<file path="src/logic/cachePkg.sv">
/*
  Shared geometry and type definitions for the 4-way data cache.
  Addresses are word aligned; bits 1:0 are ignored.
  The set count comes from the setBits module parameter (4 to 10).
*/
package cachePkg;

  // Word and address widths
  localparam int DataWidth = 32;
  localparam int AddrWidth = 32;

  // Associativity
  localparam int NumWays = 4;

  // Eight words per line selected by address bits 4:2
  localparam int WordsPerLine = 8;
  localparam int WordSelWidth = 3;
  localparam int OffsetWidth  = 5;
  localparam int LineWidth    = WordsPerLine * DataWidth;

  // One age counter per way where 0 is least recently used
  localparam int AgeWidth = 2;

  // 128 sets unless the top level says otherwise
  localparam int DefaultSetBits = 7;

  typedef enum logic [1:0] {
    stIdle,
    stLookup,
    stResolve
  } ctrlState_t;

  // Both strobes together count as a write
  typedef enum logic {
    reqRead,
    reqWrite
  } reqKind_t;

endpackage

</file>
<file path="src/logic/cacheArrayIf.sv">
`timescale 1ns/1ps

/*
  Bundle between the controller and the tag, line and age stores.
  Read data is registered in the stores; oldestWay is combinational.
*/
interface cacheArrayIf #(
  parameter int setBits = cachePkg::DefaultSetBits
);
  import cachePkg::*;

  localparam int TagWidth = AddrWidth - setBits - OffsetWidth;
  localparam int WayBits  = $clog2(NumWays);

  logic [setBits-1:0]   index;
  logic                 readEn;
  logic [NumWays-1:0]   tagWrEn;
  logic [NumWays-1:0]   lineWrEn;
  logic [TagWidth-1:0]  newTag;
  logic [LineWidth-1:0] newLine;
  logic [TagWidth-1:0]  tags [NumWays];
  logic [NumWays-1:0]   valids;
  logic [LineWidth-1:0] lines [NumWays];
  logic                 touchEn;
  logic [WayBits-1:0]   touchWay;
  logic [WayBits-1:0]   oldestWay;

  modport ctrl (
    output index, readEn, tagWrEn, lineWrEn, newTag, newLine, touchEn, touchWay,
    input  tags, valids, lines, oldestWay
  );
  modport tagPort  (input index, readEn, tagWrEn, newTag, output tags, valids);
  modport linePort (input index, readEn, lineWrEn, newLine, output lines);
  modport agePort  (input index, touchEn, touchWay, output oldestWay);

endinterface

</file>
<file path="src/logic/replacementAges.sv">
`timescale 1ns/1ps

/*
  True LRU ages, one 2-bit counter per set and way; 3 is newest, 0 oldest.
  Ages of a set are always a permutation of 0..3, starting at the way number.
  The read is combinational so the victim is known in the resolve cycle.
*/
module replacementAges #(
  parameter int setBits = cachePkg::DefaultSetBits
) (
  input  logic         clk,
  input  logic         resetn,
  cacheArrayIf.agePort arr
);
  import cachePkg::*;

  localparam int NumSets = 1 << setBits;
  localparam int WayBits = $clog2(NumWays);

  logic [NumWays-1:0][AgeWidth-1:0] ageMem [NumSets];
  logic [NumWays-1:0][AgeWidth-1:0] curAges;
  logic [NumWays-1:0][AgeWidth-1:0] nextAges;
  logic [AgeWidth-1:0]              touchedAge;

  assign curAges    = ageMem[arr.index];
  assign touchedAge = curAges[arr.touchWay];

  always_comb begin
    arr.oldestWay = '0;
    for (int w = 0; w < NumWays; w++) begin
      if (curAges[w] == '0) begin
        arr.oldestWay = WayBits'(w);
      end
    end
  end

  // Ways younger than the touched one age by one, touched way becomes newest
  always_comb begin
    for (int w = 0; w < NumWays; w++) begin
      if (w == arr.touchWay) begin
        nextAges[w] = '1;
      end else if (curAges[w] > touchedAge) begin
        nextAges[w] = curAges[w] - 1'b1;
      end else begin
        nextAges[w] = curAges[w];
      end
    end
  end

  always_ff @(posedge clk or negedge resetn) begin
    if (!resetn) begin
      for (int s = 0; s < NumSets; s++) begin
        for (int w = 0; w < NumWays; w++) begin
          ageMem[s][w] <= AgeWidth'(w);
        end
      end
    end else if (arr.touchEn) begin
      ageMem[arr.index] <= nextAges;
    end
  end

endmodule

</file>
<file path="src/flat_wrapper.sv">
// flat-port wrapper written by rule: the top's interface ports become plain ports
module replacementAges_flat import cachePkg::*;
#(
  parameter int setBits = cachePkg::DefaultSetBits
)
  (clk, resetn, arr_index, arr_touchEn, arr_touchWay, arr_oldestWay);
  cacheArrayIf #(.setBits(setBits)) arr_i ();
  input  logic clk;
  input  logic resetn;
  input wire logic [$bits(arr_i.index)-1:0] arr_index;
  input wire logic [$bits(arr_i.touchEn)-1:0] arr_touchEn;
  input wire logic [$bits(arr_i.touchWay)-1:0] arr_touchWay;
  output wire logic [$bits(arr_i.oldestWay)-1:0] arr_oldestWay;
  assign arr_i.index = arr_index;
  assign arr_i.touchEn = arr_touchEn;
  assign arr_i.touchWay = arr_touchWay;
  assign arr_oldestWay = arr_i.oldestWay;
  replacementAges #(.setBits(setBits)) u_core (.clk(clk), .resetn(resetn), .arr(arr_i));
endmodule
</file>
<file path="config.mk">
export PLATFORM = sky130hd
export DESIGN_NAME = replacementAges_flat
export DESIGN_NICKNAME = d
export VERILOG_FILES = /design/src/logic/cachePkg.sv /design/src/logic/cacheArrayIf.sv /design/src/logic/replacementAges.sv /design/src/flat_wrapper.sv
export SDC_FILE = /design/constraint.sdc
export NUM_CORES = 2
export LEC_CHECK = 0
export ABC_AREA = 1
export BUFFER_PORTS_ARGS = -buffer_cell sky130_fd_sc_hd__buf_4
export CORE_ASPECT_RATIO = 1.25
export CORE_MARGIN = 2
export CORE_UTILIZATION = 45
export CTS_CLUSTER_SIZE = 40
export DETAILED_ROUTE_END_ITERATION = 6
export GPL_ROUTABILITY_DRIVEN = 0
export PLACE_DENSITY_LB_ADDON = 0.12
export SYNTH_ARGS = -nofsm -noshare
export SYNTH_HDL_FRONTEND = slang
export SYNTH_SLANG_ARGS = --single-unit
</file>
<file path="constraint.sdc">
create_clock -name clk -period 4.47 [get_ports clk]
set_input_delay 1.1175 -clock clk [delete_from_list [all_inputs] [get_ports clk]]
set_output_delay 1.1175 -clock clk [all_outputs]
set_load 0.02 [all_outputs]
</file>
### Word-level counts from Yosys, hierarchy flattened

Cells that the tools add are included.

| word-level totals | value |
|---|---|
| memories | 0 |
| memory bits (read-only) | 0 |
| register bits | 1024 |
| RAM bits | 0 |
| input bits | 12 |
| bits in latches | 0 |

| cells by class | value |
|---|---|
| magnitude comparators | 7 |
| reductions and logical operators | 5 |
| multiply operators | 0 |
| muxes and demuxes | 19 |
| bitwise gates (word level) | 1 |
| shift operators | 0 |
| equality and inequality tests | 3 |
| add/sub/neg operators | 4 |
| divide/modulo/power cells | 0 |

Operators with widths:

| operator | number |
|---|---|
| 1024-bit bitwise mux | 1 |
| 8-bit binary-select mux with 7-bit select | 1 |
| 8-bit demux with 7-bit select | 1 |
| 8-bit 2-to-1 mux | 3 |
| 2-bit 2-to-1 mux | 11 |
| 8-bit greater-or-equal comparator (second input constant) | 1 |
| 2-bit > comparator | 4 |
| 2-bit zero test | 4 |
| 8-bit by 1-bit < comparator with 1-bit output (second input constant) | 1 |
| 7-bit NOT with 8-bit output | 1 |
| 2-bit by 1-bit subtractor with 2-bit output (second input constant) | 4 |
| 2-bit binary-select mux with 2-bit select | 1 |
| 2-bit equality test (first input constant) | 2 |
| 2-bit by 3-bit < comparator with 1-bit output (second input constant) | 1 |
| 1-bit by 2-bit equality test with 1-bit output (first input constant) | 1 |
| 1-bit logical AND | 1 |
| 1-bit 2-to-1 mux | 1 |

### Logic depth before layout (Yosys ltp)

| logic depth | value |
|---|---|
| word-level depth | 10 |
| gate-level depth with buffers | 29 |

### Worst setup path before layout

Ideal clock, no wire load.

| timing | value |
|---|---|
| kind | input to register |
| start | input arr_index[1] |
| end | register u_core.ageMem[593] (netlist bit) |
| buffers on the path | 5 |
| required time | 4353 ps |
| data arrival time | 3964 ps |
| library setup time | 117 ps |
| cell stages on the path | 22 |
| setup slack | 388 ps |
| cells stage by stage | buf_4 -> buf_2 -> buf_1 -> a21oi_1 -> o21ai_0 -> nand2_1 -> nand2_1 -> nand2_1 -> nor3_1 -> nand3_1 -> nor2_1 -> o21ai_0 -> nor2_1 -> ha_1 -> a22oi_1 -> nand3_1 -> nand2_1 -> nand3_1 -> buf_4 -> buf_4 -> nand2_1 -> nand2_1 |

| between the ends | value |
|---|---|
| word-level cells in the longest chain between the ends | 10 |
| elaborated cells between the ends (all ways) | 16 |

Ends and longest elaborated chain:

| what | RTL line | text |
|---|---|---|
| start, declared | flat_wrapper.sv:10 | `input wire logic [$bits(arr_i.index)-1:0] arr_index;` |
| 7-bit NOT with 8-bit output (implied by the code) (*) | replacementAges.sv:25, replacementAges.sv:58 |  |
| 8-bit binary-select mux with 7-bit select | replacementAges.sv:25 | `assign curAges = ageMem[arr.index];` |
| 8-bit 2-to-1 mux (implied by the code) (2 in a row) | replacementAges.sv:25 |  |
| 2-bit binary-select mux with 2-bit select | replacementAges.sv:26 | `assign touchedAge = curAges[arr.touchWay];` |
| 2-bit 2-to-1 mux (implied by the code) | replacementAges.sv:26 |  |
| 2-bit > comparator | replacementAges.sv:42 | `end else if (curAges[w] > touchedAge) begin` |
| 2-bit 2-to-1 mux | replacementAges.sv:42 |  |
| 2-bit 2-to-1 mux | replacementAges.sv:40 | `if (w == arr.touchWay) begin` |
| 1024-bit bitwise mux (*) | replacementAges.sv:58 | `ageMem[arr.index] <= nextAges;` |
| end signal, assigned by index | replacementAges.sv:54 | `ageMem[s][w] <= AgeWidth'(w);` |
| end signal, assigned by index | replacementAges.sv:58 |  |
| end, declared | replacementAges.sv:20 | `logic [NumWays-1:0][AgeWidth-1:0] ageMem [NumSets];` |

Mark *: on every way between the ends. The rest lies on a longest branch, timed or not. The select of a mux whose other input is x is not followed.
A chain may end at the register's enable or synchronous reset.

### Final worst setup path

| timing | value |
|---|---|
| start | input arr_index[0] |
| end | output arr_oldestWay[0] |

| between the ends | value |
|---|---|
| word-level cells in the longest chain between the ends | 8 |
| elaborated cells between the ends (all ways) | 10 |

Ends and longest elaborated chain:

| what | RTL line | text |
|---|---|---|
| 7-bit NOT with 8-bit output (implied by the code) (*) | replacementAges.sv:25 |  |
| 8-bit binary-select mux with 7-bit select (*) | replacementAges.sv:25 |  |
| 8-bit 2-to-1 mux (implied by the code) (*) (2 in a row) | replacementAges.sv:25 |  |
| 2-bit zero test | replacementAges.sv:31 | `if (curAges[w] == '0) begin` |
| 1-bit 2-to-1 mux | replacementAges.sv:31 |  |
| 2-bit 2-to-1 mux | replacementAges.sv:31 |  |
| 2-bit 2-to-1 mux (*) | replacementAges.sv:31 |  |
| end, declared | flat_wrapper.sv:13 | `output wire logic [$bits(arr_i.oldestWay)-1:0] arr_oldestWay;` |

Marked as above.

==> metrics <==
outcome=complete, but fails checks; failing checks=setup timing; max-slew violation count=0; Post-Syn Instances=between 7000 and 8000; total number of vias=48454; Worst path max stage delay=0.23 ns; met3 usage=5.16%; Largest regs=u_core.ageMem: 1024 flops; MaxCap Viol Count=0; WP data required=around 3.4 ns; Syn-to-layout area delta=21.3%; Hold Buf Count CTS=0; Worst Max-Slew Pin Slew=about 1.3 ns; CTS root buf=clkbuf_16; vias in the first global route=46704; Sw Share=between 30% and 40%; Ports=14; CTS tree=yes; Sink Count=1024; die area=0.116 mm^2; Cell Int Power=18.4 mW; DR iter-0 viols=5437; Critical Path Sink Type=output port; core footprint=0.112 mm^2; clk_skew=0.0379 ns; total CTS buffers=approximately 110; met2 Usage GRT=51.8%; worst-path fanout max=16; Hold/Removal Path Class=in2async; clock transition at the registers of the reported paths=approximately 0.06 ns; Post-Syn Area=0.0509 mm^2; final worst path period need=4.67 ns; slew margin rel.=a little over an eighth; Peak Freq=0.214 GHz; Pwr per Cell Area=436 mW/mm^2; syn_nets=about 7000; row cnt=between 100 and 150; # fillers=10616; maximum vdd drop=between 0.3 and 0.4 mV; P_leak=31.8 nW; H-tree depth=3; Tot Pwr=approximately 27 mW; Yosys cell types=31; max reg flops=1024; largest net degree at the start of global routing=109; Comb pwr share=22.8%; GRT Overall Usage=32.4%; RSZ-0062 raised after global routing=true; IO Port Bufs=13; worst path cell trace=buf_16 -> clkinv_16 -> buf_16 -> nor2_4 -> buf_12 -> nand2_1 -> nand2_1 -> nor2_1 -> nand3_1 -> nand2_2 -> nand2_2 -> nor2_1 -> nor2_1 -> buf_4 -> nor2_2 -> nand2_2 -> inv_2 -> ha_4 -> inv_4 -> nand2_4 -> nand2_4 -> buf_6; Detailed Place HPWL=126000 um; CP max-delay cell=nor2_4; sequential cell area fraction in the yosys report=between 50 and 60%; vias per cell=5.32; WL final=192000 um; Post-Layout Cell Count=~9000; layout cells sized above 1=18.8%; layer with the highest usage=met2; Die Ht=about 380 um; initial antenna violation count=6; average size of a mapped cell=7.08 um^2; most flop-heavy register=u_core.ageMem; P_sw=8.49 mW; clock share of power=36.0%; grt total ovfl=0; grt met1 use=43.0%; Die W=between 300 and 400 um; post-route antenna net violation count=0; clk buf depth=3; commonest non-fill, non-tap cell in the layout=nand2_1; commonest cells after routing, fill and taps aside=4763 x nand2_1, 512 x dfrtp_1, 512 x dfstp_2, 377 x buf_4, 234 x inv_1; first-pass GRT wire length=288000 um; Initial Util=45.4%; setup ws final=-0.197 ns; setup TNS=-0.355 ns; NumNets Final=7572; yosys warns=0; Seq cells post-synth=about 1000; Initial DRT Pass Iterations=6; Final Hold Viols=0; placed cells=~8800; Setup WS pre-CTS=-0.713 ns; DRC errors left=0; sequential power share=41.1%; Finished Core Util=approximately 55%; DR WL/cell=21.1 um; fin crit share=104%; # setup viols final=2; nature of the critical path startpoint=input pin; Crit Path Category=in2out; CP arrival=3.55 ns; worst-skew pair later-pin latency=0.75 ns
worst max-delay path, delay by kind of cell:
kind	cells	cell delay, ns
simple gates	13	1.15
buf+inv	8	1.06
fa+ha+maj	1	0.16
layout make-up:
type / count / area (um^2) / area share [%]
Timing Repair Buffer: 551 / 6270 / 10.2
Timing Repair inverter: 1 / 8.76 / 0.0142
Sequential cell: 1024 / 26300 / 42.6
Inverter: 275 / 1080 / 1.75
Multi-Input combinational cell: 5588 / 22500 / 36.4
Clock buffer: 164 / 3260 / 5.28
Tap cell: 1459 / 1830 / 2.96
Antenna cell: 2 / 5.00 / 0.00811
Clock inverter: 42 / 529 / 0.857
power by group through the flow:
stage	logic [mW]	clock network, mW	registers (mW)
after global routing	6.52	10.2	11.1
after floorplan	2.92	0	11.0
after global placement	5.50	0	11.2
after CTS	5.64	9.82	11.0
after detailed placement	5.55	0	11.2
final	6.14	9.69	11.1
synth_stat cells:
master,count,area (um^2)
nand2_1,4837,18200
dfrtp_1,512,12800
dfstp_2,512,13500
inv_1,242,908
nor2_1,221,830
a21oi_1,174,871
buf_2,152,761
o21ai_0,119,596
buf_4,84,631
nand3_1,58,290
nor3_1,54,270
o21ai_1,47,235
clkbuf_1,37,139
inv_2,27,101
nand4_1,21,131
a22oi_1,17,128
buf_6,12,135
ha_1,11,138
buf_1,10,37.5
clkinv_1,6,22.5
nor2_2,6,37.5
nor2_4,4,45.0
o21a_1,4,30.0
or2_1,4,25.0
nand2_2,3,18.8
nand3b_1,3,22.5
and2_1,1,6.26
and3_1,1,6.26
nand3_2,1,10.0
o2111ai_1,1,8.76
o2bb2ai_1,1,8.76
per-stage QoR:
| stage | hold slack (ns) | instance area (um^2) |
|---|---|---|
| final | 0.444 | 61700 |
| after global placement | 0.454 | 56200 |
| after floorplan | 0.448 | 50900 |
| after CTS | 0.437 | 60600 |
| after global routing | 0.471 | 61700 |
| after detailed placement | 0.456 | 56200 |
cells by family after synthesis:
kind of cell / share of synthesized area [%]
flip-flops: 51.6
adder cells (fa/ha/maj): 0.271
buffers and inverters: 5.38
AO/OA/AOI/OAI: 3.69
AND/OR/NAND/NOR: 39.0
routing by layer:
layer  up-vias  routed length [um]
met3       440               15700
li1      22541                   -
met4         8                9370
met1     23415               78000
met2      2050               88600
met5         -                  49
final timing paths:
check                              startpoint                  to  slack, ns  depth (start not counted)
max                              arr_index[0]    arr_oldestWay[0]      -0.20                         22
min                                    resetn  u_core.ageMem[956]       0.44                          1
max reg2reg                u_core.ageMem[845]  u_core.ageMem[538]       0.58                         29
min reg2reg                u_core.ageMem[847]  u_core.ageMem[847]       0.47                          2
max in group asynchronous              resetn   u_core.ageMem[89]       2.82                          2
min in group clk           u_core.ageMem[847]  u_core.ageMem[847]       0.47                          2
timing repair:
| action | 4_1_cts | 5_1_grt |
|---|---|---|
| hold endpoints to repair | 0 | 0 |
| cloned | 7 | 10 |
| pin swaps | 15 | 93 |
| buffers inserted | 16 | 35 |
| resized for setup | 75 | 188 |
| setup endpoints to repair | 2 | 921 |
No activity file was read; power rests on OpenSTA's default activity.
