[src/logic/cachePkg.sv]
/*
  Shared geometry and type definitions for the 4-way data cache.
  Addresses are word aligned; bits 1:0 are ignored.
  The set count comes from the setBits module parameter (4 to 10).
*/
package cachePkg;

  // Word and address widths
  localparam int DataWidth = 32;
  localparam int AddrWidth = 32;

  // Associativity
  localparam int NumWays = 4;

  // Eight words per line selected by address bits 4:2
  localparam int WordsPerLine = 8;
  localparam int WordSelWidth = 3;
  localparam int OffsetWidth  = 5;
  localparam int LineWidth    = WordsPerLine * DataWidth;

  // One age counter per way where 0 is least recently used
  localparam int AgeWidth = 2;

  // 128 sets unless the top level says otherwise
  localparam int DefaultSetBits = 7;

  typedef enum logic [1:0] {
    stIdle,
    stLookup,
    stResolve
  } ctrlState_t;

  // Both strobes together count as a write
  typedef enum logic {
    reqRead,
    reqWrite
  } reqKind_t;

endpackage

[src/logic/cacheArrayIf.sv]
`timescale 1ns/1ps

/*
  Bundle between the controller and the tag, line and age stores.
  Read data is registered in the stores; oldestWay is combinational.
*/
interface cacheArrayIf #(
  parameter int setBits = cachePkg::DefaultSetBits
);
  import cachePkg::*;

  localparam int TagWidth = AddrWidth - setBits - OffsetWidth;
  localparam int WayBits  = $clog2(NumWays);

  logic [setBits-1:0]   index;
  logic                 readEn;
  logic [NumWays-1:0]   tagWrEn;
  logic [NumWays-1:0]   lineWrEn;
  logic [TagWidth-1:0]  newTag;
  logic [LineWidth-1:0] newLine;
  logic [TagWidth-1:0]  tags [NumWays];
  logic [NumWays-1:0]   valids;
  logic [LineWidth-1:0] lines [NumWays];
  logic                 touchEn;
  logic [WayBits-1:0]   touchWay;
  logic [WayBits-1:0]   oldestWay;

  modport ctrl (
    output index, readEn, tagWrEn, lineWrEn, newTag, newLine, touchEn, touchWay,
    input  tags, valids, lines, oldestWay
  );
  modport tagPort  (input index, readEn, tagWrEn, newTag, output tags, valids);
  modport linePort (input index, readEn, lineWrEn, newLine, output lines);
  modport agePort  (input index, touchEn, touchWay, output oldestWay);

endinterface

[src/logic/cacheController.sv]
`timescale 1ns/1ps

/*
  Sequences one request over idle, lookup and resolve; oReady comes two
  clocks after the accepted strobe. Strobes outside idle are dropped.
  A write miss allocates without a memory fill: the new line is zero
  except the written word. No write-back of evicted lines.
*/
module cacheController #(
  parameter int setBits = cachePkg::DefaultSetBits
) (
  input  logic                           clk,
  input  logic                           resetn,
  input  logic                           iRd,
  input  logic                           iWr,
  input  logic [cachePkg::AddrWidth-1:0] iAddr,
  input  logic [cachePkg::DataWidth-1:0] iData,
  output logic [cachePkg::DataWidth-1:0] oData,
  output logic                           oReady,
  output logic                           oHit,
  cacheArrayIf.ctrl                      arr
);
  import cachePkg::*;

  localparam int TagWidth = AddrWidth - setBits - OffsetWidth;
  localparam int WayBits  = $clog2(NumWays);
  localparam int ByteBits = OffsetWidth - WordSelWidth;

  ctrlState_t              state;
  reqKind_t                reqKind;
  logic [AddrWidth-1:0]    reqAddr;
  logic [DataWidth-1:0]    reqData;
  logic                    accept;
  logic [TagWidth-1:0]     reqTag;
  logic [setBits-1:0]      reqIndex;
  logic [WordSelWidth-1:0] reqWord;
  logic                    resolving;
  logic                    isWrite;
  logic [NumWays-1:0]      hitVec;
  logic                    hit;
  logic [WayBits-1:0]      hitWay;
  logic [WayBits-1:0]      victimWay;
  logic [WayBits-1:0]      writeWay;
  logic [LineWidth-1:0]    hitLine;
  logic [LineWidth-1:0]    mergedLine;
  logic [LineWidth-1:0]    fillLine;
  logic [DataWidth-1:0]    selWord;

  assign accept    = (state == stIdle) && (iRd || iWr);
  assign resolving = (state == stResolve);
  assign isWrite   = (reqKind == reqWrite);

  assign reqTag   = reqAddr[AddrWidth-1 -: TagWidth];
  assign reqIndex = reqAddr[OffsetWidth +: setBits];
  assign reqWord  = reqAddr[ByteBits +: WordSelWidth];

  always_ff @(posedge clk or negedge resetn) begin
    if (!resetn) begin
      state <= stIdle;
    end else begin
      case (state)
        stIdle: begin
          if (accept) begin
            state <= stLookup;
          end
        end
        stLookup: state <= stResolve;
        default:  state <= stIdle;
      endcase
    end
  end

  always_ff @(posedge clk) begin
    if (accept) begin
      reqAddr <= iAddr;
      reqData <= iData;
      reqKind <= iWr ? reqWrite : reqRead;
    end
  end

  always_comb begin
    hitWay = '0;
    for (int w = 0; w < NumWays; w++) begin
      hitVec[w] = arr.valids[w] && (arr.tags[w] == reqTag);
      if (hitVec[w]) begin
        hitWay = WayBits'(w);
      end
    end
  end

  assign hit = |hitVec;

  // Lowest invalid way wins, else the LRU way
  always_comb begin
    victimWay = arr.oldestWay;
    for (int w = NumWays - 1; w >= 0; w--) begin
      if (!arr.valids[w]) begin
        victimWay = WayBits'(w);
      end
    end
  end

  assign hitLine = arr.lines[hitWay];
  assign selWord = hitLine[reqWord*DataWidth +: DataWidth];

  always_comb begin
    for (int i = 0; i < WordsPerLine; i++) begin
      if (i == reqWord) begin
        mergedLine[i*DataWidth +: DataWidth] = reqData;
        fillLine[i*DataWidth +: DataWidth]   = reqData;
      end else begin
        mergedLine[i*DataWidth +: DataWidth] = hitLine[i*DataWidth +: DataWidth];
        fillLine[i*DataWidth +: DataWidth]   = '0;
      end
    end
  end

  assign writeWay     = hit ? hitWay : victimWay;
  assign arr.index    = reqIndex;
  assign arr.readEn   = (state == stLookup);
  assign arr.newTag   = reqTag;
  assign arr.newLine  = hit ? mergedLine : fillLine;
  assign arr.tagWrEn  = (resolving && isWrite && !hit) ? (NumWays'(1) << victimWay) : '0;
  assign arr.lineWrEn = (resolving && isWrite) ? (NumWays'(1) << writeWay) : '0;
  // Read misses leave the ages alone
  assign arr.touchEn  = resolving && (hit || isWrite);
  assign arr.touchWay = writeWay;

  always_ff @(posedge clk or negedge resetn) begin
    if (!resetn) begin
      oReady <= 1'b0;
      oHit   <= 1'b0;
      oData  <= '0;
    end else begin
      oReady <= resolving;
      oHit   <= resolving && hit;
      oData  <= (resolving && hit && !isWrite) ? selWord : '0;
    end
  end

endmodule

[src/flat_wrapper.sv]
// flat-port wrapper written by rule: the top's interface ports become plain ports
module cacheController_flat import cachePkg::*;
#(
  parameter int setBits = cachePkg::DefaultSetBits
)
  (clk, resetn, iRd, iWr, iAddr, iData, oData, oReady, oHit, arr_index, arr_readEn, arr_tagWrEn, arr_lineWrEn, arr_newTag, arr_newLine, arr_touchEn, arr_touchWay, arr_tags, arr_valids, arr_lines, arr_oldestWay);
  cacheArrayIf #(.setBits(setBits)) arr_i ();
  input  logic clk;
  input  logic resetn;
  input  logic iRd;
  input  logic iWr;
  input  logic [cachePkg::AddrWidth-1:0] iAddr;
  input  logic [cachePkg::DataWidth-1:0] iData;
  output logic [cachePkg::DataWidth-1:0] oData;
  output logic oReady;
  output logic oHit;
  output wire logic [$bits(arr_i.index)-1:0] arr_index;
  output wire logic [$bits(arr_i.readEn)-1:0] arr_readEn;
  output wire logic [$bits(arr_i.tagWrEn)-1:0] arr_tagWrEn;
  output wire logic [$bits(arr_i.lineWrEn)-1:0] arr_lineWrEn;
  output wire logic [$bits(arr_i.newTag)-1:0] arr_newTag;
  output wire logic [$bits(arr_i.newLine)-1:0] arr_newLine;
  output wire logic [$bits(arr_i.touchEn)-1:0] arr_touchEn;
  output wire logic [$bits(arr_i.touchWay)-1:0] arr_touchWay;
  input wire logic [$bits(arr_i.tags)-1:0] arr_tags;
  input wire logic [$bits(arr_i.valids)-1:0] arr_valids;
  input wire logic [$bits(arr_i.lines)-1:0] arr_lines;
  input wire logic [$bits(arr_i.oldestWay)-1:0] arr_oldestWay;
  assign arr_index = arr_i.index;
  assign arr_readEn = arr_i.readEn;
  assign arr_tagWrEn = arr_i.tagWrEn;
  assign arr_lineWrEn = arr_i.lineWrEn;
  assign arr_newTag = arr_i.newTag;
  assign arr_newLine = arr_i.newLine;
  assign arr_touchEn = arr_i.touchEn;
  assign arr_touchWay = arr_i.touchWay;
  assign arr_i.tags = {>>{arr_tags}};
  assign arr_i.valids = arr_valids;
  assign arr_i.lines = {>>{arr_lines}};
  assign arr_i.oldestWay = arr_oldestWay;
  cacheController #(.setBits(setBits)) u_core (.clk(clk), .resetn(resetn), .iRd(iRd), .iWr(iWr), .iAddr(iAddr), .iData(iData), .oData(oData), .oReady(oReady), .oHit(oHit), .arr(arr_i));
endmodule
[config.mk]
export PLATFORM = sky130hd
export DESIGN_NAME = cacheController_flat
export DESIGN_NICKNAME = d
export VERILOG_FILES = /design/src/logic/cachePkg.sv /design/src/logic/cacheArrayIf.sv /design/src/logic/cacheController.sv /design/src/flat_wrapper.sv
export SDC_FILE = /design/constraint.sdc
export NUM_CORES = 1
export LEC_CHECK = 0
export BUFFER_PORTS_ARGS = -buffer_cell sky130_fd_sc_hd__buf_2
export CAP_MARGIN = 20
export CORE_AREA = 2 2 587 589
export DETAILED_ROUTE_END_ITERATION = 12
export DIE_AREA = 0 0 589 591
export PLACE_DENSITY_LB_ADDON = 0.12
export REMOVE_ABC_BUFFERS = 1
export SETUP_SLACK_MARGIN = 0.4
export SLEW_MARGIN = 25
export SYNTH_ARGS = -nofsm -noshare
export SYNTH_HDL_FRONTEND = slang
export SYNTH_SLANG_ARGS = --single-unit
[constraint.sdc]
create_clock -name clk -period 11.26 [get_ports clk]
set_input_delay 2.252 -clock clk [delete_from_list [all_inputs] [get_ports clk]]
set_output_delay 2.252 -clock clk [all_outputs]
set_load 0.02 [all_outputs]
* Yosys cells after proc, flatten, opt, wreduce, memory -nomap -nowiden *
Cells that the tools add are included.
W data, S select, Z words.

cells by class
  add/subtract/negate cells = 0
  multiply operators = 0
  divide/modulo/power cells = 0
  magnitude comparators = 1
  equality and inequality tests = 14
  shifts and indexed selects = 3
  mux-type cells = 34
  bitwise logic cells = 1
  reduce and logical (&&, ||, !) cells = 17

operators by type and width
  kind                   number
  $mux W256              3
  $mux W32               17
  $bmux W256 S2          1
  $shiftx A256 B9 Y32    1
  $eq A20 B20 Y1         4
  $mux W2                8
  $eq A3 B3 Y1 const A   4
  $logic_and A1 B1 Y1    10
  $mux W4                2
  $shl A1 B2 Y4 const A  2
  $eq A2 B3 Y1 const A   2
  $pmux W2 S2            1
  $reduce_or A4 Y1       1
  $eq A1 B3 Y1 const A   1
  $ge A3 B3 Y1 const B   1
  $logic_not A3 Y1       1
  $not A2 Y3             1
  $eq A2 B1 Y1 const B   1
  $eq A2 B2 Y1 const B   1
  $logic_not A1 Y1       2
  $logic_not A2 Y1       1
  $logic_or A1 B1 Y1     2
  $mux W1                2
  $ne A2 B1 Y1 const B   1

storage, ports and cells
  bits in registers = 101
  bits in latches = 0
  RAM bits = 0
  ROM bits = 0
  output and inout port bits = 329
  memories kept = 0

* Longest topological paths before layout *
Gate-level depths: netlist (run 1).

  word-level depth = 11
  gate-level depth with buffers = 13
  gate-level depth less buffers = 9

* Least setup slack after synthesis (run 1) *
OpenSTA, ideal clock, no wires.

  kind = input -> output
  start = input arr_tags[56]
  end = output arr_lineWrEn[1]
  arrival time = 5,023 ps
  data required time = 9,008 ps
  setup slack = 3,985 ps
  cell stages on the path = 9
  path through = xor2_1 nor4_1 nand4_1 nor2_1 buf_2 buf_2 a21oi_1 o21ai_0 nor3b_1

on the way
  cells in the longest elaborated chain, start to end = 8
  elaborated cells between the ends (all ways) = 9
  classes of those cells = eq/ne (1); shift (1); mux (5); reduce/logical (2)

ends and longest elaborated chain
  what                   line                    RTL
  start: declaration     flat_wrapper.sv:25      input wire logic [$bits(arr_i.tags)-1:0] arr_tags;
  $eq A20 B20 Y1 *       cacheController.sv:84   hitVec[w] = arr.valids[w] && (arr.tags[w] == reqTag);
  $logic_and A1 B1 Y1 *  cacheController.sv:84
  $mux W1                cacheController.sv:85   if (hitVec[w]) begin
  $mux W2 (2 in a row)   cacheController.sv:85
  $mux W2 *              cacheController.sv:118  assign writeWay = hit ? hitWay : victimWay;
  net arr_touchWay[0]    flat_wrapper.sv:24      output wire logic [$bits(arr_i.touchWay)-1:0] arr_touchWay;
  $shl A1 B2 Y4 *        cacheController.sv:124  assign arr.lineWrEn = (resolving && isWrite) ? (NumWays'(1) << writeWay) : '0;
  $mux W4 *              cacheController.sv:124
  end: declaration       flat_wrapper.sv:20      output wire logic [$bits(arr_i.lineWrEn)-1:0] arr_lineWrEn;

The timed path passes the listed nets; every way through them passes the cells marked *.

* Final worst setup path (run 1) *
  start = input arr_tags[59]
  end = output arr_newLine[8]

on the way
  cells in the longest elaborated chain, start to end = 11
  elaborated cells between the ends (all ways) = 12
  classes of those cells = eq/ne (1); mux (8); bitwise (1); reduce/logical (2)

ends and longest elaborated chain
  what                                          line                    RTL
  $eq A20 B20 Y1 *                              cacheController.sv:84
  $logic_and A1 B1 Y1 *                         cacheController.sv:84
  $mux W1                                       cacheController.sv:85
  $mux W2 (2 in a row)                          cacheController.sv:85
  $not A2 Y3 (implied by the code)              cacheController.sv:103  assign hitLine = arr.lines[hitWay];
  $bmux W256 S2                                 cacheController.sv:103
  $mux W256 (implied by the code) (2 in a row)  cacheController.sv:103
  $mux W32                                      cacheController.sv:108  if (i == reqWord) begin
  $mux W256 *                                   cacheController.sv:122  assign arr.newLine = hit ? mergedLine : fillLine;
  end: declaration                              flat_wrapper.sv:22      output wire logic [$bits(arr_i.newLine)-1:0] arr_newLine;

Mark *: on every way between the ends. The rest lies on a longest branch, timed or not. The select of a mux whose other input is x is not followed.

==> results of run 1 <==
kinds of logic after synthesis:
family,Yosys count,share of synthesized area
AO/OA/AOI/OAI,1103,0.412
AND/OR/NAND/NOR,1017,0.255
flip-flops,99,0.165
multiplexers,52,0.0318
buffers and inverters,334,0.0950
XOR/XNOR,80,0.0413
synth_stat cells (all sizes together), types with 5 or more instances:
library cell,number,area [µm²]
a221o,19,190
nand2,717,2690
a221oi,11,103
xor2,49,429
o2111a,12,135
o21a,5,37.5
o211ai,17,128
nor3,11,55.1
and3,33,206
a21o,29,218
a21oi,183,916
a31oi,165,1030
nor2,71,269
mux2i,37,370
mux2,15,169
a211o,8,70.1
clkbuf,186,701
a222oi,20,200
a211oi,37,278
a22oi,25,188
buf,140,881
a22o,23,201
a2bb2oi,13,114
nor4,18,113
o221ai,6,52.6
edfxtp,63,1890
o21ai,383,1920
xnor2,31,272
o31ai,96,721
nand2b,5,31.3
inv,8,30.0
dfrtp,36,901
a31o,18,158
nand4,13,81.3
nand3,108,553
nor2b,7,43.8
a2111oi,7,105
worst max path at each step:
stage	endpoint	slack (ns)	cells past startpoint
after global routing	arr_newLine[137]	2.28	11
after CTS	arr_newLine[137]	2.31	11
after floorplan	arr_newLine[127]	0.43	7
after global placement	arr_newLine[137]	2.30	11
final	arr_newLine[8]	2.50	11
after detailed placement	arr_newLine[137]	2.32	11
registers in the layout (all words and copies together) (netlist names):
register,count
u_core.state,2
u_core.oReady,1
u_core.isWrite,1
u_core.oHit,1
u_core.oData,32
u_core.reqAddr,30
u_core.reqData,32
stage by stage:
| step | power (mW) | cell area [µm²] |
|---|---|---|
| final | 3.17 | 30400 |
| after global routing | 3.34 | 30200 |
| after CTS | 3.28 | 30100 |
| after detailed placement | 2.80 | 29800 |
| after global placement | 2.81 | 29800 |
| after floorplan | 1.37 | 15400 |
per-layer routing:
| layer | wire (µm) | up-vias |
|---|---|---|
| li1 | - | 12600 |
| met1 | 128000 | 14600 |
| met2 | 146000 | 1860 |
| met3 | 31000 | 379 |
| met4 | 6840 | 108 |
| met5 | 713 | - |
cell type report:
class                      count  area (µm²)  area share
multi-input combinational   2252       12700       0.419
timing repair buffer        1611        8550       0.281
tap                         4557        5700       0.188
sequential                    99        2790      0.0919
antenna                      110         275     0.00906
clock buffer                   9         225     0.00741
clock inverter                 7        78.8     0.00259
inverter                       8        30.0    0.000989
power breakdown:
part	total [mW]	switching [mW]	leakage, nW	internal, mW
Clock	0.439	0.279	0.149	0.160
Combinational	2.05	1.50	11.6	0.548
Sequential	0.677	0.187	1.10	0.490
Total	3.17	1.97	12.8	1.20
worst max-delay path, stage by stage:
cell and delay, ns:
buf_2 0.11, xor2_1 0.18, or4_4 0.57, nor3b_4 0.35, and2_4 0.57, a41oi_1 0.31, nand3_1 0.31, buf_4 0.38
nand2_1 0.56, o21ai_0 0.57, buf_2 0.28
==> qor.csv, run 1 <==
metric,value,unit
status,"complete, no violations",
drt_wl_total,312,mm
worstPathArrival,6.51,ns
synth_cell_types,72,
use_met2,0.289,
slew_headroom,0.330,
postCtsHoldBufs,0,
min_to,u_core.state[1],
crit_path_end_kind,primary output,
crit_required,9.01,ns
fin_util,0.0888,
syn2layout_area_growth,79.2,%
p_leak,12.8,nW
busiest_layer,met2,
grt_max_degree,105,
worst_pin_slew,1.00,ns
ant_nets,0,
grtUsageMet3,0.0621,
yosysSeqAreaShare,0.165,
fmax,0.114,GHz
drv_slew,0,
drive_gt1_frac,0.427,
floorplan.die_area,348000,µm²
place_ws,2.32,ns
startpoint_type,primary input,
synthCells,2685,
synth_seq_cells,99,
crit_fanout,25,
cts_tree,built,
grt.overflow.total,0,
cts.sink_count,99,
core_area,342000,µm²
drc,0,
fin_cells,8653,
r2r_slack,6.15,ns
grtUsageTotal,0.171,
min_path_type,register to register,
cts.htree.levels,3,
synth_warnings,0,
die_h,591,µm
hp-start,u_core.state[1],
layout_min_cycle_time,8.76,ns
hold_viol,0,
layout_commonest_cell,buf_2,
finalCritPeriodShare,0.778,
final_cell_mix,"buf_2, nand2_1, o21ai_0",
worstReg2RegStart,u_core.reqAddr[14],
gp_congestion,0.884,
grt_pass1_vias,29000,
drtPass1Iterations,6,
crit_type,primary input to primary output,
fin_setup_tns,0,ns
std_cell_rows,215,
antenna_found_initial,247,
layout_setup_ws,2.50,ns
cts-root-buf,clkbuf_16,
setup_viol,0,
synth_ff_type,edfxtp_1,
crit_path_start,arr_tags[59],
die_w,589,µm
peakVddDrop,96.6,µV
cts-buffers-inserted,9,
synth_enable_flop_cells,63,
ios,1507,
holdWs,0.536,ns
nets,5159,
dp_hpwl,264,mm
grt.met1_usage,0.208,
clk_latency,0.49,ns
drtIter0Drc,2613,
p_per_area,104,nW/µm²
clk_pin_slew,0.11,ns
whs_path_depth,1,
via_per_inst,3.42,
postSynthAreaPerCell,6.31,µm²
ctsResizeCount,0,
initial_core_util,0.0496,
syn-cell-area,17000,µm²
io_buffers,1504,
async_reset_ff_frac,0.364,
vias,29600,
maxCapViolCount,0,
skew,0.0503,ns
fillers,40700,
grt_pass1_wl,375,mm
postCtsSetupBuffers,0,
wl_per_cell,36.1,µm
rsz0062_at_grt,no,
dp.cells,8527,
cts_buffer_depth,2,
timing.rr.end,u_core.oData[20],
reg2regPathDepth,12,
Note: power is estimated with default switching activity, not from simulation.
==> run 2: changes to the inputs <==
--- a/config.mk
+++ b/config.mk
@@ -5,11 +5,12 @@
 export SDC_FILE = /design/constraint.sdc
 export NUM_CORES = 1
 export LEC_CHECK = 0
+export ABC_AREA = 1
 export BUFFER_PORTS_ARGS = -buffer_cell sky130_fd_sc_hd__buf_2
 export CAP_MARGIN = 20
-export CORE_AREA = 2 2 587 589
+export CORE_AREA = 2 2 590 592
 export DETAILED_ROUTE_END_ITERATION = 12
-export DIE_AREA = 0 0 589 591
+export DIE_AREA = 0 0 592 594
 export PLACE_DENSITY_LB_ADDON = 0.12
 export REMOVE_ABC_BUFFERS = 1
 export SETUP_SLACK_MARGIN = 0.4
==> constraint.sdc (replaced) <==
create_clock -name clk -period 8.6 [get_ports clk]
set_input_delay 1.72 -clock clk [delete_from_list [all_inputs] [get_ports clk]]
set_output_delay 1.72 -clock clk [all_outputs]
set_load 0.02 [all_outputs]
==> run 2 against run 1 <==
Critical path depth up 5; area after synthesis up 7.2%; wire length up 1.4%; flip-flop and latch count unchanged; largest cell class unchanged; total power up 36%; setup slack worse by 1.2 ns; sequential share of layout area down 0.43 points; clock-buffer cell count unchanged.
==> qor.csv, run 2 <==
metric,value,unit,change
skew,0.0269,ns,-0.0233 ns
synth_seq_cells,99,,unchanged
slowest_stage,nand2_4,,
initial_core_util,0.0527,,+0.00309
peakVddDrop,80.8,µV,-16%
final_cell_mix,"nand2_1, buf_2, o21ai_0",,
cts.sink_count,99,,unchanged
ctsResizeCount,0,,unchanged
fin_setup_tns,0,ns,unchanged
startpoint_type,primary input,,
ys_top_cells_by_count,"nand2_1, o21ai_0, a21oi_1, nor2_1, clkbuf_1",,
synthAdderAreaFrac,0,,unchanged
drc,0,,unchanged
setup_viol,0,,unchanged
postCtsHoldBufs,0,,unchanged
via_per_inst,3.34,,-2.4%
gp_congestion,0.888,,+0.43%
grt.overflow.total,0,,unchanged
synthCells,3753,,+40%
postSynthAreaPerCell,4.84,µm²,-23%
grt_pass1_wl,386,mm,+2.9%
p_leak,15.5,nW,+21%
synth_cell_types,32,,-56%
p_per_area,135,nW/µm²,+29%
clk_pin_slew,0.11,ns,about the same
vias,32300,,+9.1%
synth_area_leaders,"nand2_1, o21ai_0, edfxtp_1",,
fillers,41400,,+1.7%
synth_enable_flop_cells,63,,unchanged
grt_max_degree,121,,+15%
wl_per_cell,32.7,µm,-9.3%
synth_top_cell_area_share,0.420,,+0.262
hold_viol,0,,unchanged
rsz0062_at_grt,no,,
drtIter0Drc,2545,,-2.6%
crit_required,6.88,ns,-2.13 ns
drive_gt1_frac,0.330,,-0.0968
largestRegisters,"u_core.oData (32), u_core.reqData (32), u_core.reqAddr (30)",,
ant_nets,0,,unchanged
yosysMostFrequentCell,nand2_1,,
ios,1507,,unchanged
slew_headroom,0.284,,-0.0463
worst_pin_slew,1.07,ns,+0.0695 ns
finalPower,4.30,mW,+36%
core_area,345000,µm²,+0.94%
grtUsageTotal,0.173,,+0.00165
synth-xor-area-share,0.0120,,-0.0293
m1WireLength,127,mm,-0.66%
whs_path_depth,1,,unchanged
wl_met3,28.0,mm,-9.6%
die_h,594,µm,+0.51%
finalCritPeriodShare,0.853,,
r2r_slack,3.25,ns,-2.90 ns
crit_path_end_kind,primary output,,
drt_wl_total,316,mm,+1.4%
clk_latency,0.46,ns,-0.03 ns
critPathMaxStageDelay,0.51,ns,-0.06 ns
fmax,0.136,GHz,
hp-start,u_core.state[0],,
floorplan.die_area,352000,µm²,+1.0%
synth_ff_type,edfxtp_1,,
postCtsSetupBuffers,0,,unchanged
worstReg2RegStart,u_core.reqAddr[27],,
synth_area_leader_cell,nand2_1,,
layout_commonest_cell,nand2_1,,
status,"complete, no violations",,
nets,6229,,+21%
crit_fanout,22,,-12%
synth_top_family_by_area,simple AND/OR/NAND/NOR gates,,
maxUsedRoutingLayer,met5,,
async_reset_ff_frac,0.364,,unchanged
min_path_type,register to register,,
cts-root-buf,clkbuf_16,,
yosysSeqAreaShare,0.154,,-0.0111
fin_util,0.0924,,+0.00353
reg2regPathDepth,16,,+4
cts_tree,built,,
maxCapViolCount,0,,unchanged
drv_slew,0,,unchanged
antenna_found_initial,266,,+7.7%
grt_pass1_vias,32400,,+12%
cts_buffer_depth,2,,unchanged
synth-simple-area-share,0.501,,+0.245
critPathBufInv,6,,+3
crit_type,primary input to primary output,,
dp_hpwl,269,mm,+1.8%
muxShareOfSynthArea,0,,-0.0318
std_cell_rows,216,,+0.47%
cts-buffers-inserted,9,,unchanged
drtPass1Iterations,5,,-1
synth_warnings,0,,unchanged
io_buffers,1504,,unchanged
syn-cell-area,18200,µm²,+7.2%
worstPathArrival,5.61,ns,-0.90 ns
dr_wl_met2,156,mm,+7.5%
min_to,u_core.oReady,,
crit_family,simple AND/OR/NAND/NOR gates,,
crit_path_cell_trace,buf_2 > inv_1 > nand2_1 > o21ai_0 > nor2_1 > nand2_1 > nor2_1 > nand3_4 > nand2_8 > nor2_2 > inv_2 > nand2_4 > buf_4 > buf_4 > o21ai_0 > buf_2,,
crit_path_start,arr_tags[15],,
timing.rr.end,u_core.oData[20],,
die_w,592,µm,+0.51%
synth_compound_area_frac,0.228,,-0.184
cts.htree.levels,3,,unchanged
syn2layout_area_growth,75.4,%,
layout_min_cycle_time,7.33,ns,
run 2: cell count changes after synthesis, moves of 28 or more:
cell	change
nand2_1	+1319
a31oi_1	-165
nor2_1	+158
o21ai_0	+118
inv_1	+111
a21oi_1	+97
o31ai_1	-96
nand3_1	-54
xor2_1	-38
a211oi_1	-37
mux2i_1	-37
and3_1	-33
buf_2	+31
a21o_1	-28
run 2: logic make-up (layout without fill, tap and decap cells):
logic type	after synthesis	in the layout
buf+inv	444	1747
other cells	0	43
flops	99	99
compound gates	817	817
xor+xnor	25	25
simple gates	2368	2368
run 2: worst max path at each step:
stage                                   to  slack [ns]  cells past startpoint
after floorplan            arr_newLine[32]       -3.74                     12
after global placement    arr_newLine[186]        0.97                     15
after detailed placement  arr_newLine[186]        1.01                     15
after CTS                 arr_newLine[186]         1.0                     15
after global routing      arr_newLine[166]        0.86                     16
final                     arr_newLine[166]        1.27                     16
run 2: area by class of cell:
cell class,instances,area (µm²),area share
Multi-Input combinational cell,3210,13700,0.429
Tap cell,4578,5730,0.180
Timing Repair Buffer,1598,8790,0.276
Antenna cell,43,108,0.00338
Inverter,133,515,0.0162
Clock buffer,9,225,0.00706
Sequential cell,99,2790,0.0876
Clock inverter,7,60.1,0.00188
run 2: where the power goes:
part	total, mW	switching [mW]	internal, mW
clock network	0.538	0.333	0.205
logic	2.79	2.06	0.737
registers	0.966	0.322	0.644
run 2: metal layers:
layer / vias up / GRT usage
met3: 429 / 0.0586
li1: 14500 / -
met5: - / 0
met4: 94 / 0.0180
met1: 15400 / 0.201
met2: 1847 / 0.311
run 2: metrics by stage:
stage	hold slack [ns]	std cells	instance area [µm²]	setup WS (ns)
floorplan	0.455	3442	16800	-3.74
global placement	0.507	9616	31400	0.969
detailed placement	0.513	9617	31500	1.01
CTS	0.529	9633	31700	0.998
global route	0.563	9640	31800	0.863
finish	0.521	9677	31900	1.27
